`src/common/mont_pkg.sv`:
```
`default_nettype none

package mont_pkg;

	// Operand size
	localparam int WORDS      = 4;
	localparam int BITS       = WORDS * 32;
	localparam int WORD_IDX_W = $clog2(WORDS);

	// Loop counter also counts fetched words, so it needs BITS in range
	localparam int BIT_CNT_W  = $clog2(BITS) + 1;

	// Command queue
	localparam int CMD_DEPTH  = 4;
	localparam int CMD_PTR_W  = $clog2(CMD_DEPTH);

	// Byte addresses of one Montgomery command
	typedef struct packed {
		logic [31:0] a_addr;
		logic [31:0] b_addr;
		logic [31:0] n_addr;
		logic [31:0] res_addr;
	} mont_cmd_t;

endpackage

`default_nettype wire

```
`src/mont_mul/mont_issue.sv`:
```
`timescale 1ns/1ps
`default_nettype none

module mont_issue import mont_pkg::*; (
	input  logic        clk,
	input  logic        rst_n,
	input  logic        not_empty,
	input  mont_cmd_t   head,
	output logic        pop,
	output logic        start,
	output logic [31:0] addr_0,
	output logic [31:0] addr_1,
	input  logic        engine_done,
	output logic        busy
);

	typedef enum logic [1:0] {
		st_idle,
		st_addr_2,
		st_wait
	} state_t;

	state_t      state;
	logic [31:0] n_addr_q;
	logic [31:0] res_addr_q;

	always_ff @(posedge clk or negedge rst_n) begin
		if (!rst_n) begin
			state <= st_idle;
		end else begin
			case (state)
				st_idle:   if (not_empty) state <= st_addr_2;
				st_addr_2: state <= st_wait;
				st_wait:   if (engine_done) state <= st_idle;
				default:   state <= st_idle;
			endcase
		end
	end

	// Second half of the command, kept for the next cycle since the head is popped
	always_ff @(posedge clk) begin
		if (state == st_idle && not_empty) begin
			n_addr_q   <= head.n_addr;
			res_addr_q <= head.res_addr;
		end
	end

	always_comb begin
		pop    = 1'b0;
		start  = 1'b0;
		addr_0 = head.a_addr;
		addr_1 = head.b_addr;
		case (state)
			st_idle: begin
				pop   = not_empty;
				start = not_empty;
			end
			st_addr_2: begin
				start  = 1'b1;
				addr_0 = n_addr_q;
				addr_1 = res_addr_q;
			end
			default: ;
		endcase
	end

	assign busy = (state != st_idle);

endmodule

`default_nettype wire

```
`config.mk`:
```
export PLATFORM = sky130hd
export DESIGN_NAME = mont_issue
export DESIGN_NICKNAME = d
export VERILOG_FILES = /design/src/common/mont_pkg.sv /design/src/mont_mul/mont_issue.sv
export SDC_FILE = /design/constraint.sdc
export NUM_CORES = 1
export LEC_CHECK = 0
export ABC_AREA = 1
export BUFFER_PORTS_ARGS = -buffer_cell sky130_fd_sc_hd__buf_2
export CAP_MARGIN = 20
export CORE_MARGIN = 4
export CORE_UTILIZATION = 36
export CTS_CLUSTER_DIAMETER = 50
export DETAILED_ROUTE_END_ITERATION = 16
export GPL_ROUTABILITY_DRIVEN = 0
export GPL_TIMING_DRIVEN = 0
export PLACE_DENSITY = 0.84
export SYNTH_ARGS = -nofsm -noshare
export SYNTH_HDL_FRONTEND = slang
export SYNTH_SLANG_ARGS = --single-unit
export TNS_END_PERCENT = 10
```
`constraint.sdc`:
```
create_clock -name clk -period 5.4 [get_ports clk]
set_clock_uncertainty 0.15 [all_clocks]
set_input_delay 1.35 -clock clk [delete_from_list [all_inputs] [get_ports clk]]
set_output_delay 1.35 -clock clk [all_outputs]
set_load 0.05 [all_outputs]
```
======== Word-level counts from Yosys, hierarchy flattened ========
Cells that the tools add are included.
operators by class
  reductions and logical operators ........ 4
  equal/unequal tests ..................... 4
  multiplexer cells ....................... 7
operators with widths
  operator                                                               number
  32-bit two-way mux                                                     2
  2-bit one-hot mux with 3 select lines                                  1
  2-bit two-way mux                                                      2
  2-bit != test, second input constant                                   2
  2-bit by 1-bit equality test with 1-bit output, second input constant  1
  2-bit equality test, second input constant                             1
  2-bit zero test                                                        1
  1-bit one-hot mux with 2 select lines                                  1
  2-bit AND reduction                                                    1
  2-bit nonzero test                                                     1
  1-bit logical AND                                                      1
  1-bit two-way mux                                                      1
storage, ports and cells
  word-level logic and storage cells ...... 18
  flip-flop bits (word level) ............. 66

======== Depth between registers and ports, before layout ========
  depth in word-level cells ............... 3
  gate-level depth with buffers ........... 6
  gate-level depth less buffers ........... 4

======== Least setup slack after synthesis ========
OpenSTA, ideal clock, no wires.
  kind .................................... input to output
  from .................................... in not_empty
  to ...................................... out pop
  stages .................................. 2
  data arrival time ....................... 4.674 ns
  data required time ...................... 3.900 ns
  path slack .............................. -0.774 ns
  cells stage by stage .................... inv_1 > nor2_1
between the ends
  word-level cells in the longest chain between the ends .. 1
ends and longest elaborated chain
  what               line              text
  start, declared    mont_issue.sv:7   input logic not_empty,
  1-bit two-way mux  mont_issue.sv:53  case (state)
  end, declared      mont_issue.sv:9   output logic pop,
No other way between the ends.

======== Worst setup path after layout ========
Ends and elaborated chain as after synthesis.

==> qor.csv <==
metric,value,unit
status,completed,
synth_compound_gate_area_share,0.1698,%
syn-num-nets,421,
synth_top_area_cell,edfxtp_1,
cts_buffer_depth,2,
synth_cells,289,
yosysWarnings,0,
regArea,0.001972,sq mm
crit_required,3.90,ns
yosys_register_bits,66,
hold_viol_final,0,
h-tree-depth,3,
netlist.area_leader.share,65.20,%
rsz0062_at_grt,false,
die_area,0.009700,sq mm
ys_seq_area_share,66.89,%
ctsResizeCount,0,
drive_above_1_share,46.63,%
leakage,2.177,nW
grt_usage,17.35,%
worst_hold_path_type,reg -> reg,
vias,2804,
power.density,576.7,mW/mm^2
clk_latency,0.33,ns
path_class,in -> out,
worst_pin_slew,0.8009,ns
synth_cell_types,13,
hold_buffers,0,
cp-end-kind,output pin,
dp_slack,1.102,ns
vias_per_cell,4.627,
vdd_drop_max,0.3171,mV
wl_met1,3040,um
synth-simple-area-share,28.23,%
highest_layer,met4,
drc,0,
synth_area,0.002948,sq mm
drv_cap,0,
first_pass_iters,7,
worstPathMaxFanout,38,
netlist_top_cells_count,"130 x nand2_1, 64 x edfxtp_1, 64 x nand3_1",
drt_wl_total,8458,um
synth_xor_area_share,0,%
rows,32,
antenna_found_initial,0,
port_buffers,198,
critPathArrivalTime,2.78,ns
synth_top_flop_cell,edfxtp_1,
final_util,54.43,%
synthMuxAreaShare,0,%
grt.overflow.total,0,
synth-adder-area-share,0,%
final_cell_area,0.004272,sq mm
clkTransAtPathRegs,0.07,ns
fillCellCount,713,
synth.area.top_cells,"edfxtp_1 65%, nand2_1 17%, nand3_1 11%",
grt_first_pass_wirelength,13460,um
synth_top_family_by_area,simple AND/OR/NAND/NOR gates,
finalSetupViolCount,0,
cts_sinks,66,
synth_edf_count,64,
drtAntennaViolNets,0,
dp_hpwl,6630,um
wl_met2,4675,um
n_antenna_cell,0,
ios,199,
drt_iter0_markers,82,
cts_buffers,9,
wl_per_cell,13.96,um
timing.max_slew.rel_slack,46.48,%
placed_cell_area,0.004094,sq mm
met3WireLength,616,um
post_cts_buffers,0,
layout-area-overhead-vs-synth,44.91,%
cts_tree,built,
grt_pass1_vias,2896,
worstSetupStartpointType,input pin,
avgSynthCellArea,10.20,sq um
cts-root-buf,clkbuf_8,
maxSlewViolCount,0,
die_x,98.49,um
yosys.cell_count.top_type,nand2_1,
holdWs,0.4009,ns
finalCritPeriodShare,79.29,%
worst_slack,1.118,ns
die_h,98.49,um
fin_crit,4.282,ns
grt_max_degree,39,
initial_core_util,37.56,%
core,0.007848,sq mm
multiInputGateArea,844.6,sq um
final_nets,631,
max_freq,0.2336,GHz
async_flop_share,3.030,%
final timing paths:
| kind | startpoint | endpoint | slack [ns] | depth (start not counted) |
|---|---|---|---|---|
| setup / recovery | not_empty | pop | 1.12 | 5 |
| hold / removal | state[1] | state[1] | 0.40 | 2 |
| setup reg to reg | state[1] | res_addr_q[2] | 3.21 | 3 |
| hold reg to reg | state[1] | state[1] | 0.40 | 2 |
| max in group asynchronous | rst_n | state[0] | 4.35 | 1 |
| min in group asynchronous | rst_n | state[1] | 0.65 | 1 |
state kept, by name, indices dropped and copies added (netlist names):
signal      count
n_addr_q       32
res_addr_q     32
state           2
worst max-delay path, stage by stage:
cell	delay, ns
buf_2	0.08
inv_1	0.06
nor2_4	0.64
buf_12	0.30
buf_2	0.31
where the power goes:
part	leakage, nW	switching [mW]	internal, mW
sequential	0.628	0.0316	0.695
combinational	1.46	1.04	0.310
clock	0.0894	0.175	0.210
total	2.18	1.25	1.21
stage by stage:
| stage | power [mW] | std cells | setup TNS (ns) |
|---|---|---|---|
| 4_1_cts | 2.491 | 606 | 0 |
| 6_report | 2.463 | 606 | 0 |
| 3_3_place_gp | 2.073 | 589 | -0.4335 |
| 3_5_place_dp | 2.103 | 590 | 0 |
| 5_1_grt | 2.601 | 606 | 0 |
| 2_1_floorplan | 1.758 | 289 | 0 |
cell type report:
type                            count  share of cell area (%)
Inverter                            2                  0.1757
Sequential cell                    66                   46.16
Timing Repair Buffer              199                   23.67
Clock inverter                      4                  0.9959
Clock buffer                       12                   3.163
Tap cell                          102                   2.988
Multi-Input combinational cell    200                   19.77
Buffer                             21                   3.076
placed cells by master (no fill, tap or decap):
master	count
clkinv_1	2
clkbuf_8	9
buf_4	8
nor2_1	2
inv_1	1
o21ai_0	1
buf_6	1
buf_12	1
nand2_1	130
nand2_2	1
buf_2	210
or2_2	1
nor2_4	1
inv_2	1
dfrtp_1	2
edfxtp_1	64
bufinv_16	1
clkbuf_1	3
clkinv_2	1
nand3_1	64
logic make-up (layout without fill, tap and decap cells):
logic type	after synthesis	count (layout)
AND/OR/NAND/NOR	199	199
AO/OA/AOI/OAI	1	1
flip-flops	66	66
buffers and inverters	23	238
metal layers:
metal / global-route usage [%] / vias to the layer above
met5: 0 / -
met4: 6.303 / 0
met3: 3.963 / 14
met2: 32.61 / 108
met1: 18.94 / 1281
li1: - / 1401
No activity file was read; power rests on OpenSTA's default activity.
