## src/common/mont_pkg.sv

```systemverilog
`default_nettype none

package mont_pkg;

	// Operand size
	localparam int WORDS      = 4;
	localparam int BITS       = WORDS * 32;
	localparam int WORD_IDX_W = $clog2(WORDS);

	// Loop counter also counts fetched words, so it needs BITS in range
	localparam int BIT_CNT_W  = $clog2(BITS) + 1;

	// Command queue
	localparam int CMD_DEPTH  = 4;
	localparam int CMD_PTR_W  = $clog2(CMD_DEPTH);

	// Byte addresses of one Montgomery command
	typedef struct packed {
		logic [31:0] a_addr;
		logic [31:0] b_addr;
		logic [31:0] n_addr;
		logic [31:0] res_addr;
	} mont_cmd_t;

endpackage

`default_nettype wire

```

## src/verilog/cmd_fifo.sv

```systemverilog
`timescale 1ns/1ps
`default_nettype none

module cmd_fifo import mont_pkg::*; (
	input  logic      clk,
	input  logic      rst_n,
	input  logic      push,
	input  mont_cmd_t wdata,
	output logic      full,
	input  logic      pop,
	output mont_cmd_t head,
	output logic      not_empty
);

	mont_cmd_t slots [CMD_DEPTH];

	logic [CMD_PTR_W-1:0] wr_ptr;
	logic [CMD_PTR_W-1:0] rd_ptr;
	logic [CMD_PTR_W:0]   count;
	logic                 do_push;
	logic                 do_pop;

	// Ignore a push into a full queue or a pop from an empty one
	assign do_push = push && !full;
	assign do_pop  = pop && not_empty;

	always_ff @(posedge clk or negedge rst_n) begin
		if (!rst_n) begin
			wr_ptr <= '0;
			rd_ptr <= '0;
			count  <= '0;
		end else begin
			if (do_push)
				wr_ptr <= wr_ptr + 1'b1;
			if (do_pop)
				rd_ptr <= rd_ptr + 1'b1;
			if (do_push && !do_pop)
				count <= count + 1'b1;
			else if (do_pop && !do_push)
				count <= count - 1'b1;
		end
	end

	always_ff @(posedge clk) begin
		if (do_push)
			slots[wr_ptr] <= wdata;
	end

	assign head      = slots[rd_ptr];
	assign full      = (count == (CMD_PTR_W + 1)'(CMD_DEPTH));
	assign not_empty = (count != '0);

endmodule

`default_nettype wire

```

## config.mk

```make
export PLATFORM = sky130hd
export DESIGN_NAME = cmd_fifo
export DESIGN_NICKNAME = d
export VERILOG_FILES = /design/src/common/mont_pkg.sv /design/src/verilog/cmd_fifo.sv
export SDC_FILE = /design/constraint.sdc
export NUM_CORES = 1
export LEC_CHECK = 0
export ABC_AREA = 0
export BUFFER_PORTS_ARGS = -buffer_cell sky130_fd_sc_hd__buf_4
export CAP_MARGIN = 20
export CORE_AREA = 2 2 189 191
export CTS_BUF_LIST = sky130_fd_sc_hd__clkbuf_16
export CTS_CLUSTER_DIAMETER = 80
export DETAILED_ROUTE_END_ITERATION = 6
export DIE_AREA = 0 0 191 193
export PLACE_DENSITY_LB_ADDON = 0.12
export SYNTH_ARGS = -nofsm -noshare
export SYNTH_HDL_FRONTEND = slang
export SYNTH_SLANG_ARGS = --single-unit
```

## constraint.sdc

```tcl
create_clock -name clk -period 10.2 [get_ports clk]
set_input_delay 0 -clock clk [delete_from_list [all_inputs] [get_ports clk]]
set_output_delay 0 -clock clk [all_outputs]
set_load 0.02 [all_outputs]
```

== Word level (Yosys, flattened, before mapping) ==
Memory sizes are Yosys's and may differ from the RTL's.
Index checks and enable logic that the tools add are counted.
Widths: inputs -> output; s select.
Word-level totals
  memories: 1
  bits in registers: 7
  memory bits (writable): 512
  input port bits: 132
Memory list
  slots: words 4, bits a word 128, read ports 1, clocked after memory_dff 0, wr ports 1, line cmd_fifo.sv:15  | mont_cmd_t slots [CMD_DEPTH];
Operators by class
  eq/ne operators: 1
  reductions and logical operators: 9
  multiplexer cells: 4
  add/subtract/negate cells: 4
Operators by type and width (count)
  $mux 3: 2
  $add 2x1->2 const B: 2
  $logic_and 1x1->1: 4
  $add 3x1->3 const B: 1
  $eq 3x3->1 const B: 1
  $logic_not 1->1: 3
  $reduce_bool 3->1: 1
  $sub 3x1->3 const B: 1
  $mux 1: 2
  $reduce_bool 2->1: 1

== Longest topological paths before layout ==
  depth in word-level cells: 7
  gate-level depth with buffers: 9
  mapped depth without buffers: 8

== Least setup slack after synthesis ==
Ideal clock, no wire load.
  path type: register to register
  start point: reg count[2]
  end point: mem slots[0][0] in the netlist's numbering, enable pin
  setup slack: 5.899 ns
  period minus slack after synthesis: 4.301 ns
  required time: 9.698 ns
  buffers on the path: 1
  cell stages (with the launch flop): 5
  arrival time: 3.799 ns
  path through: dfrtp_1 -> nor3b_2 -> nor2b_1 -> buf_2 -> and2_1
Between the ends
  longest elaborated chain between the ends: 5
RTL lines
  from (decl): line cmd_fifo.sv:19  | logic [CMD_PTR_W:0] count;
  from (signal assigned): line cmd_fifo.sv:38  | count <= count + 1'b1;
  from (signal assigned): line cmd_fifo.sv:40  | count <= count - 1'b1;
  $eq 3x3->1: line cmd_fifo.sv:50  | assign full = (count == (CMD_PTR_W + 1)'(CMD_DEPTH));
  named net full: line cmd_fifo.sv:9  | output logic full,
  $logic_not 1->1: line cmd_fifo.sv:24  | assign do_push = push && !full;
  $logic_and 1x1->1: line cmd_fifo.sv:24
  named net do_push: line cmd_fifo.sv:20  | logic do_push;
  $mux 1: line cmd_fifo.sv:45  | if (do_push)
  $mux 1 (implied by the code): line cmd_fifo.sv:46  | slots[wr_ptr] <= wdata;
  to (decl): line cmd_fifo.sv:15
The timed path passes the listed nets, and every way through them passes these cells.

== Worst setup path in the final report ==
  start point: reg count[2]
  end point: mem slots[2][104] in the netlist's numbering, enable pin
Between the ends
  longest elaborated chain between the ends: 5
RTL lines (line)
  $eq 3x3->1: cmd_fifo.sv:50
  $logic_not 1->1: cmd_fifo.sv:24
  $logic_and 1x1->1: cmd_fifo.sv:24
  $mux 1: cmd_fifo.sv:45
  $mux 1 (implied by the code): cmd_fifo.sv:46
No other way between the ends.

==> impl_results.md <==
* CP endpoint kind: flop
* Worst reg2reg startpoint: count[2]
* IR drop worst, VDD at 227 µV
* Share of cells above drive strength 1 at 40.2%
* Final worst clock skew at 0.0119 ns
* Int Pwr at 4.86 mW
* FILL cells at 2168
* Number of synthesized register bits at 519
* Switching share of total power at 31.0%
* Setup bufs post-CTS at 0
* Combinational share of power at 33.4%
* RSZ-0062 raised after global routing: false
* Crit path required time at 10.38 ns
* Crit path DAT at 3.41 ns
* Largest net degree at the start of global routing at 92
* Nets at 1265
* 1st-iter DRT viols at 526
* Die area at 36900 µm²
* Number of vias per cell at 5.37
* # rows at 69
* CTS tree: done
* Sequential Power Share at 42.2%
* DP Cell Count at 1402
* Pwr dens at 291 nW/µm²
* Slew Limit Headroom at 27.8%
* Startpoint types: flop
* TritonCTS Buffers at 51
* CTS Buffer Depth at 3
* Cts repair resizes at 0
* Routed WL at 35900 µm
* Crit. Startpoint: count[2]
* Max-cap violations at 0
* GRT Overall Usage at 19.5%
* Final ANT Viol Nets at 0
* H-tree levels at 2
* Footprint of the multi-input gates at 3110 µm²
* Chip height at 193 µm
* Worst-path fanout max at 65
* Post-route insts no fill at 1628
* DP HPWL at 20300 µm
* Ys Warns at 0
* Vias in the first global route at 9311
* # DRC at 0
* DP Worst Slack at 6.90 ns
* Mapped Cells at 704
* Commonest non-fill, non-tap cell in the layout: edfxtp_1
* Clock Power Share at 24.4%
* Die Wd at 191 µm
* Worst Hold Class: input pin to flop
* Critical path cell sequence: nor3b_2 > nor2b_1 > and2_4 > buf_4
* Crit Path Class: flop to flop
* Crit share post-route at 31.7%
* Slowest-stage cell, CP: buf_4
* Register area at 15600 µm²
* Global route overflow at 0
* Syn_nets at 842
* Synthesized area at 18900 µm²
* Synth unique cells at 21
* Final slew viol count at 0
* Setup TNS at 0 ns
* Initial Utilization at 54.0%
* Mean Syn Cell Area at 26.8 µm²
* IO Port Bufs at 261
* Most frequent cells in the layout: edfxtp_1, buf_4, dlygate4sd3_1, mux4_2, clkbuf_16
* Initial antenna violation count at 1
* Hold_sp: wdata[96]
* Root buf cell: clkbuf_16
* Slowest stage delay, CP at 0.90 ns
* Leakage at 8.36 nW
* Pre-antenna DRT Iters at 4
* Clk slew on worst S/H paths at 0.06 ns
* Buffers and inverters on the worst path at 1
* Endpoints failing hold at 0
* Setup Viol. Count Final at 0
* Status: finished clean
* Vias post-DR at 8748
* Minimum clock period at 3.23 ns
* Wire per inst at 22.1 µm
* Clock Sinks at 519
* Worst-Skew Late Latency at 0.56 ns
* Core Box Area at 35000 µm²
* Post-synthesis sequential area ratio at 82.3%
* Area grow syn2layout at 28.0%
* Top Family by Delay on Critical Path: simple AND/OR/NAND/NOR gates
* Fmax at 309 MHz
* GPL Wtd Cong at 0.728
* First-pass GRT wire length at 53400 µm
* Psw at 2.18 mW
* IO Pins at 262
* Worst slew pin tran at 1.08 ns
* Final WS setup at 6.97 ns
metal layers:
layer	up-vias	part of all wire, %	track usage, %	wire length [µm]
met4	0	3.0	7.57	1080
li1	3896	-	-	-
met1	4530	40	25.6	14500
met2	253	50	32.0	18000
met5	-	0	0	0
met3	69	6.5	5.01	2330
kinds of logic (layout without fill, tap and decap cells):
kind of cell	after synthesis	after routing	synth area share [%]
buffers and inverters	33	495	1.22
DFF	519	519	82.3
other	0	1	0
xor gates and xnor gates	6	6	0.278
muxes	130	130	15.4
adders and majority gates	6	6	0.437
and+or+nand+nor	10	10	0.331
worst reg2reg max path, delay by kind of cell (launching register included):
family,cells,cell delay [ns]
AND/OR/NAND/NOR,3,1.44
flip-flops,1,0.40
buffers and inverters,1,0.98
cell type report:
type / instances / area share, %
inverter: 3 / 0.0466
antenna: 1 / 0.0104
tap: 461 / 2.39
timing repair buffer: 400 / 13.9
multi-input combinational: 152 / 12.9
sequential: 519 / 64.4
clock inverter: 40 / 0.984
clock buffer: 52 / 5.38
sequential cells by signal (all words and copies together), names as in the netlist:
name    count
rd_ptr      2
slots     512
wr_ptr      2
count       3
cells in the mapped netlist:
| library cell | number | area [µm²] |
|---|---|---|
| nand3_1 | 1 | 5.00 |
| buf_2 | 16 | 80.1 |
| nor2_1 | 1 | 3.75 |
| mux2_2 | 1 | 11.3 |
| and2_1 | 4 | 25.0 |
| inv_1 | 3 | 11.3 |
| buf_4 | 1 | 7.51 |
| edfxtp_1 | 512 | 15400 |
| nor2b_1 | 1 | 6.26 |
| fa_1 | 1 | 20.0 |
| ha_1 | 5 | 62.6 |
| nor3b_2 | 1 | 12.5 |
| clkbuf_1 | 2 | 7.51 |
| xor2_1 | 2 | 17.5 |
| mux4_2 | 128 | 2880 |
| buf_6 | 11 | 124 |
| dfrtp_1 | 7 | 175 |
| xnor2_1 | 4 | 35.0 |
| nand2_1 | 1 | 3.75 |
| or3_1 | 1 | 6.26 |
| mux2_1 | 1 | 11.3 |
path summary, 6_finish.rpt:
path,end,slack [ns],depth (start not counted)
worst min-delay path,slots[2][96],0.17,2
min in group asynchronous,wr_ptr[0],0.39,3
worst min register to register,count[2],0.50,1
worst max-delay path,slots[2][104],6.97,4
max in group asynchronous,rd_ptr[0],9.54,3
worst max register to register,slots[2][104],6.97,4
stage by stage:
stage	hold WS, ns	utilization, %	area [µm²]	total power [mW]
floorplan	-0.296	-	18900	4.51
global placement	-0.181	60.8	21300	5.35
detailed placement	-0.181	60.8	21300	5.38
CTS	0.143	69.0	24100	7.14
global route	0.151	69.1	24200	7.36
finish	0.173	69.1	24200	7.04
timing repair:
action	CTS	global route
setup endpoints to repair	0	0
endpoints found under the hold margin	524	0
hold buffers	132	0
power by group through the flow:
stage	Clock (mW)	Combinational (mW)	Sequential [mW]
2_1_floorplan	0	1.54	2.97
3_3_place_gp	0	2.30	3.05
3_5_place_dp	0	2.30	3.08
4_1_cts	1.75	2.35	3.03
5_1_grt	1.84	2.50	3.01
6_report	1.72	2.35	2.97
Note: power is estimated with default switching activity, not from simulation.
